[src/life_pkg.sv]
package life_pkg;

   // default grid size
   parameter int GRID_ROWS = 16;
   parameter int GRID_COLS = 16;

   // width of the generation count and of the programmed limit
   parameter int GEN_WIDTH = 16;

   // run controller states
   typedef enum logic [1:0] {
      ST_IDLE  = 2'd0,
      ST_RUN   = 2'd1,
      ST_PAUSE = 2'd2,
      ST_DONE  = 2'd3
   } run_state_t;

endpackage

[src/life_cell.sv]
`timescale 1ns/1ps

module life_cell (
   input  logic [7:0] neighbors,
   input  logic       alive,
   output logic       next_alive
);

   // population of the eight surrounding cells
   logic [3:0] count;

   always_comb begin
      count = 4'd0;
      for (int i = 0; i < 8; i++) begin
         count = count + 4'(neighbors[i]);
      end
   end

   // survive on two or three, born on exactly three
   always_comb begin
      if (count == 4'd3) begin
         next_alive = 1'b1;
      end else if (count == 4'd2) begin
         next_alive = alive;
      end else begin
         next_alive = 1'b0;
      end
   end

endmodule

[src/life_grid.sv]
`timescale 1ns/1ps

module life_grid #(
   parameter  int rows  = life_pkg::GRID_ROWS,
   parameter  int cols  = life_pkg::GRID_COLS,
   localparam int cells = rows * cols
) (
   input  logic             clk,
   input  logic             reset,
   input  logic             load,
   input  logic             advance,
   input  logic [cells-1:0] initial_state,
   output logic [cells-1:0] grid
);

   logic [cells-1:0] next_grid;

   for (genvar r = 0; r < rows; r++) begin : g_row
      for (genvar c = 0; c < cols; c++) begin : g_col
         logic [7:0] nbr;

         // walk the 3x3 window, skipping the centre
         for (genvar k = 0; k < 8; k++) begin : g_nbr
            localparam int pos = (k < 4) ? k : k + 1;
            localparam int nr  = r + pos / 3 - 1;
            localparam int nc  = c + pos % 3 - 1;

            if (nr >= 0 && nr < rows && nc >= 0 && nc < cols) begin : g_in
               assign nbr[k] = grid[nr * cols + nc];
            end else begin : g_out
               // beyond the border is dead
               assign nbr[k] = 1'b0;
            end
         end

         life_cell cell_i (
            .neighbors  (nbr),
            .alive      (grid[r * cols + c]),
            .next_alive (next_grid[r * cols + c])
         );
      end
   end

   // load wins over advance
   always_ff @(posedge clk or posedge reset) begin
      if (reset) begin
         grid <= '0;
      end else if (load) begin
         grid <= initial_state;
      end else if (advance) begin
         grid <= next_grid;
      end
   end

   // grid holds while neither strobe is high
   grid_hold_a : assert property (
      @(posedge clk) disable iff (reset)
      (!load && !advance) |=> (grid == $past(grid))
   ) else $error("grid changed without load or advance");

endmodule

[src/life_fsm.sv]
`timescale 1ns/1ps

module life_fsm (
   input  logic clk,
   input  logic reset,
   input  logic load,
   input  logic run,
   input  logic limit_hit,
   output logic advance,
   output logic running,
   output logic done
);

   life_pkg::run_state_t state;
   life_pkg::run_state_t next_state;

   always_ff @(posedge clk or posedge reset) begin
      if (reset) begin
         state <= life_pkg::ST_IDLE;
      end else begin
         state <= next_state;
      end
   end

   always_comb begin
      next_state = state;
      if (load) begin
         // a new pattern always restarts from idle
         next_state = life_pkg::ST_IDLE;
      end else begin
         case (state)
            life_pkg::ST_IDLE,
            life_pkg::ST_PAUSE: begin
               if (run) begin
                  next_state = life_pkg::ST_RUN;
               end
            end
            life_pkg::ST_RUN: begin
               // limit takes priority over a pause request
               if (limit_hit) begin
                  next_state = life_pkg::ST_DONE;
               end else if (!run) begin
                  next_state = life_pkg::ST_PAUSE;
               end
            end
            default: begin
               next_state = state;
            end
         endcase
      end
   end

   assign advance = (state == life_pkg::ST_RUN) && !limit_hit;
   assign running = (state == life_pkg::ST_RUN);
   assign done    = (state == life_pkg::ST_DONE);

   no_advance_done_a : assert property (
      @(posedge clk) disable iff (reset)
      done |-> !advance
   ) else $error("advance high in done state");

endmodule

[src/gen_counter.sv]
`timescale 1ns/1ps

module gen_counter (
   input  logic                          clk,
   input  logic                          reset,
   input  logic                          load,
   input  logic                          advance,
   input  logic [life_pkg::GEN_WIDTH-1:0] gen_limit,
   output logic [life_pkg::GEN_WIDTH-1:0] generation,
   output logic                          limit_hit
);

   always_ff @(posedge clk or posedge reset) begin
      if (reset) begin
         generation <= '0;
      end else if (load) begin
         generation <= '0;
      end else if (advance) begin
         generation <= generation + 1'b1;
      end
   end

   // zero limit means free running
   assign limit_hit = (gen_limit != '0) && (generation == gen_limit);

   // an advance never carries the count past a nonzero limit
   count_bound_a : assert property (
      @(posedge clk) disable iff (reset)
      (advance && !load && gen_limit != '0) |-> (generation < gen_limit)
   ) else $error("generation count would exceed gen_limit");

endmodule

[src/game_of_life.sv]
`timescale 1ns/1ps

module game_of_life #(
   parameter  int rows  = life_pkg::GRID_ROWS,
   parameter  int cols  = life_pkg::GRID_COLS,
   localparam int cells = rows * cols
) (
   input  logic                          clk,
   input  logic                          reset,
   input  logic [cells-1:0]              initial_state,
   input  logic                          load,
   input  logic                          run,
   input  logic [life_pkg::GEN_WIDTH-1:0] gen_limit,
   output logic [cells-1:0]              grid,
   output logic [life_pkg::GEN_WIDTH-1:0] generation,
   output logic                          running,
   output logic                          done
);

   logic advance;
   logic limit_hit;

   life_fsm fsm_i (
      .clk       (clk),
      .reset     (reset),
      .load      (load),
      .run       (run),
      .limit_hit (limit_hit),
      .advance   (advance),
      .running   (running),
      .done      (done)
   );

   gen_counter counter_i (
      .clk        (clk),
      .reset      (reset),
      .load       (load),
      .advance    (advance),
      .gen_limit  (gen_limit),
      .generation (generation),
      .limit_hit  (limit_hit)
   );

   life_grid #(
      .rows (rows),
      .cols (cols)
   ) grid_i (
      .clk           (clk),
      .reset         (reset),
      .load          (load),
      .advance       (advance),
      .initial_state (initial_state),
      .grid          (grid)
   );

endmodule

[config.mk]
export PLATFORM = sky130hd
export DESIGN_NAME = game_of_life
export DESIGN_NICKNAME = d
export VERILOG_FILES = /design/src/life_pkg.sv /design/src/life_cell.sv /design/src/life_grid.sv /design/src/life_fsm.sv /design/src/gen_counter.sv /design/src/game_of_life.sv
export SDC_FILE = /design/constraint.sdc
export NUM_CORES = 2
export LEC_CHECK = 0
export ABC_CLOCK_PERIOD_IN_PS = 9950
export BUFFER_PORTS_ARGS = -buffer_cell sky130_fd_sc_hd__buf_4
export CAP_MARGIN = 40
export CORE_UTILIZATION = 40
export CTS_BUF_LIST = sky130_fd_sc_hd__clkbuf_16
export CTS_CLUSTER_SIZE = 28
export DETAILED_ROUTE_END_ITERATION = 16
export SLEW_MARGIN = 20
export SYNTH_ARGS = -nofsm -noshare
export SYNTH_HDL_FRONTEND = slang
export SYNTH_SLANG_ARGS = --single-unit
[constraint.sdc]
create_clock -name clk -period 9.95 [get_ports clk]
set_input_delay 0.995 -clock clk [delete_from_list [all_inputs] [get_ports clk]]
set_output_delay 0.995 -clock clk [all_outputs]
set_load 0.02 [all_outputs]
# Word-level counts from Yosys, hierarchy flattened
# Cells that the tools add are included.
# word_totals
wordCells	3408
in_bits	276
regBits	274
output_inout_bits	274
# op_classes
reduce_logical	265
addsub	1590
mux	521
eq_ne	774
# ops
op	count
4-bit by 1-bit adder with 4-bit output	870
4-bit by 2-bit == test with 1-bit output, second input constant	504
3-bit by 1-bit adder with 4-bit output	237
3-bit inequality test, second input constant	257
2-bit by 1-bit adder with 3-bit output	241
1-bit two-way mux	512
256-bit two-way mux	2
2-bit AND reduction	256
1-bit by 1-bit adder with 2-bit output	241
16-bit two-way mux	2
3-bit by 2-bit == test with 1-bit output, second input constant	8
16-bit by 1-bit adder with 16-bit output, second input constant	1
16-bit == test	1
16-bit nonzero test	1
2-bit two-way mux	4
2-bit == test, second input constant	2
4-bit by 3-bit inequality test with 1-bit output, second input constant	1
2-bit case mux with 2 select lines	1
3-bit AND reduction	1
3-bit nonzero test	1
2-bit by 1-bit == test with 1-bit output, second input constant	1
1-bit logical AND	2
2-bit zero test	1
2-bit nonzero test	1
2 further kinds	2

# Logic depth before layout (Yosys ltp)
# depth
ltp_word	12
ltp_mapped	13
depth_no_buf	13

# Cells and area by module
# From an unflattened synthesis, not the netlist that was laid out.
# unflattened
hier_cells	7122
hier_area_um2	64277.9
# modules_own_cells
module	area_each_um2	seq_area_each_um2	n_inst	cells_per_inst
life_cell (grid_i.g_row[0].g_col[0].cell_i ...)	200.2	0.0	255	23
life_grid	11900.2	6406.1	1	1112
gen_counter	1028.5	400.4	1	109
life_cell (grid_i.g_row[13].g_col[7].cell_i)	185.2	0.0	1	23
life_fsm	115.1	50.0	1	13

# Worst setup path before layout
# Ideal clock, no wire load.
# synth_path
path_kind	flip-flop to flip-flop
startpoint	reg grid_i.grid[34]
endpoint	reg grid_i.grid[51]
path_buffers	0
t_arrival_ns	3.506
period_less_slack_ns	3.600
stages_incl_launch_ff	12
required_time_ns	9.856
setup_ns	0.094
slack_ns	6.350
path_cell_list	dfrtp_1 > inv_1 > fa_1 > fa_1 > fa_1 > inv_1 > ha_1 > fa_1 > and3_1 > o211ai_1 > o32ai_1 > a211oi_1
# synth_between
elab_chain_len	11
# synth_rtl
item	line	text
from (decl)	life_grid.sv:13	output logic [cells-1:0] grid
from (signal assigned)	life_grid.sv:49	grid <= initial_state;
from (signal assigned)	life_grid.sv:51	grid <= next_grid;
1-bit by 1-bit adder with 2-bit output (*)	life_cell.sv:15	count = count + 4'(neighbors[i]);
2-bit by 1-bit adder with 3-bit output (*)	life_cell.sv:15	
3-bit by 1-bit adder with 4-bit output (*)	life_cell.sv:15	
4-bit by 1-bit adder with 4-bit output (*) (4 in a row)	life_cell.sv:15	
4-bit by 2-bit == test with 1-bit output	life_cell.sv:21	if (count == 4'd3) begin
1-bit two-way mux	life_cell.sv:21	
256-bit two-way mux	life_grid.sv:50	end else if (advance) begin
256-bit two-way mux	life_grid.sv:48	end else if (load) begin
# Mark *: on every way between the ends. The rest lies on a longest branch, timed or not. The select of a mux whose other input is x is not followed.
# A chain may end at the register's enable or synchronous reset.

# Worst setup path in the final report
# layout_path
startpoint	reg fsm_i.state[1]
endpoint	out running
# layout_between
elab_chain_len	1
# layout_rtl
item	line	text
from (decl)	life_fsm.sv:14	life_pkg::run_state_t state;
from (signal assigned)	life_fsm.sv:19	state <= life_pkg::ST_IDLE;
from (signal assigned)	life_fsm.sv:21	state <= next_state;
2-bit by 1-bit == test with 1-bit output	life_fsm.sv:54	assign running = (state == life_pkg::ST_RUN);
to (decl)	game_of_life.sv:16	output logic running,
# Every way passes these cells.

==> impl_metrics.tcl <==
set metrics [dict create \
    synth_top_flop_cell "dfrtp_1" \
    cts_resized 0 \
    hpwlAfterDp_um 135300 \
    post-route-period-util_pct 43.74 \
    synth_top_area_share_pct 33.58 \
    clk_pin_slew_ps 60 \
    htree_levels 2 \
    status "completed" \
    fmax_ghz 0.2298 \
    gp_congestion 0.8893 \
    max_slew_margin_pct 32.35 \
    syn_area_um2 53660 \
    postSynthAreaPerCell_um2 9.517 \
    cp.arrival_ps 3360 \
    io_buffers 549 \
    postCtsHoldBufs 0 \
    die_h_um 368.3 \
    final_common_cell "inv_1" \
    regToRegStartpoint "grid_i.grid[139]" \
    drc 0 \
    worstSetupEndpointType "primary output" \
    die_x_um 368.3 \
    crit_fanout 147 \
    num_rows 134 \
    cts-root-buf "clkbuf_16" \
    rsz0062_at_grt "no" \
    num_vias 42356 \
    io_pins 550 \
    max_cap_violations 0 \
    start_kind "flop" \
    finalSetupTns_ps 0 \
    synth_cell_type_count 47 \
    worstSetupPathType "flop to primary output" \
    fin_crit_ps 4352 \
    fillerInstances 12832 \
    syn-instance-count 5638 \
    yosys-top-cells-area "fa_1 34%, ha_1 15%, dfrtp_1 13%" \
    drt_iter0_markers 3196 \
    routed_wire_length_per_instance_um 23.59 \
    vias_per_cell 5.578 \
    hold_class "primary input to async pin" \
    layout_common_cells "1194 x inv_1, 900 x fa_1, 648 x ha_1" \
    antenna_found_initial 11 \
    grt_pass1_vias 43953 \
    syn_to_final_growth_pct 10.28 \
    startpoint "fsm_i.state[1]" \
    postRouteAntennaNets 0 \
    clock-sinks 274 \
    drt-total-wl_um 179100 \
    cts_tree "done" \
    start_util_pct 40.26 \
    required_ps 8960 \
    finalSetupViolCount 0 \
    yosysSeqAreaShare_pct 12.78 \
    grt-ovfl-total 0 \
    finalHoldViolCount 0 \
    cts.path.max_buffers 3 \
    synthArstFlopShare_pct 100.0 \
    tightest_slew_ps 1015 \
    final_max_slew_viol_count 0 \
    fin_skew_ps 32.90 \
    rrSetupSlack_ps 5670 \
    layout.nets 7614 \
    drive_gt1_share_pct 13.02 \
    grt_pass1_wl_um 274400 \
    dieArea_um2 135600 \
    cts_buffers 46 \
    synth_top_cell_by_area "fa_1" \
    synth_edf_count 0 \
    core_area_um2 133300 \
    grt_max_degree 164 \
    postCtsSetupRepairBufs 0 \
    grt_use_total_pct 26.58 \
    synthesis.nets 7462 \
    clk_latency_ps 640 \
    ys_warn_count 0 \
    firstDrtPassIters 6 \
    synth-seq-cells 274 \
]
worst max-delay path: stages (launching register included):
cell and delay [ps]:
dfrtp_1 400, nand2b_2 600, inv_8 680, buf_12 620
buf_4 270
flip-flops by register name, summed over array words and instances (netlist names):
name                  count
fsm_i.state               2
counter_i.generation     16
grid_i.grid             256
kinds of logic (layout without fill, tap and decap cells):
family / Yosys count / count (layout) / share of synthesized area [%]
buffers and inverters: 1676 / 1859 / 13.80
adder cells (fa/ha/maj): 1548 / 1548 / 48.69
AO/OA/AOI/OAI: 1171 / 1171 / 15.63
AND/OR/NAND/NOR: 933 / 933 / 8.434
flip-flops: 274 / 274 / 12.78
multiplexers: 20 / 20 / 0.4057
XOR/XNOR: 16 / 16 / 0.2611
other: 0 / 4 / 0
path summary, 6_finish.rpt:
kind | to | cells past startpoint
hold reg to reg | fsm_i.state[1] | 2
setup reg to reg | grid_i.grid[155] | 11
min in group clk | fsm_i.state[1] | 2
setup / recovery | running | 4
max in group asynchronous | counter_i.generation[15] | 3
hold / removal | grid_i.grid[166] | 2
synthesized netlist by cell type, types with 98 or more instances:
library cell / instances
fa_1: 900
nand2_1: 115
inv_1: 1188
and3_1: 184
clkbuf_1: 164
a211oi_1: 98
o211ai_1: 242
a311oi_1: 150
buf_4: 266
o211a_1: 101
dfrtp_1: 274
o21ai_0: 107
a21oi_1: 255
nor2_1: 378
ha_1: 648
per-layer routing:
| layer | track usage [%] | wire length (µm) | up-vias |
|---|---|---|---|
| li1 | - | - | 18913 |
| met1 | 36.90 | 78390 | 21663 |
| met2 | 41.22 | 80830 | 1503 |
| met3 | 5.533 | 13830 | 265 |
| met4 | 8.642 | 5993 | 12 |
| met5 | 0 | 83 | - |
metrics by stage:
stage / instances / hold slack, ps / instance area (µm²) / setup WS [ps] / util (%)
global route: 7591 / 525.9 / 59170 / 5426 / 44.39
detailed placement: 7504 / 588.1 / 57560 / 5514 / 43.18
floorplan: 5638 / 548.3 / 53660 / 1403 / -
global placement: 7498 / 572.5 / 57410 / 5549 / 43.07
CTS: 7583 / 482.5 / 59030 / 5490 / 44.28
finish: 7593 / 469.0 / 59170 / 5598 / 44.39
area by class of cell:
| cell class | instances | area (µm²) | area share [%] |
|---|---|---|---|
| tap | 1768 | 2212 | 3.738 |
| clock buffer | 47 | 1176 | 1.988 |
| sequential | 274 | 6857 | 11.59 |
| timing repair buffer | 592 | 4705 | 7.950 |
| antenna | 4 | 10.01 | 0.01692 |
| inverter | 1188 | 4482 | 7.574 |
| clock inverter | 32 | 292.8 | 0.4948 |
| multi-input combinational | 3688 | 39440 | 66.65 |
Power is not shown: default switching activity piles up to over one toggle a cycle in this logic, so the estimate is an artifact.
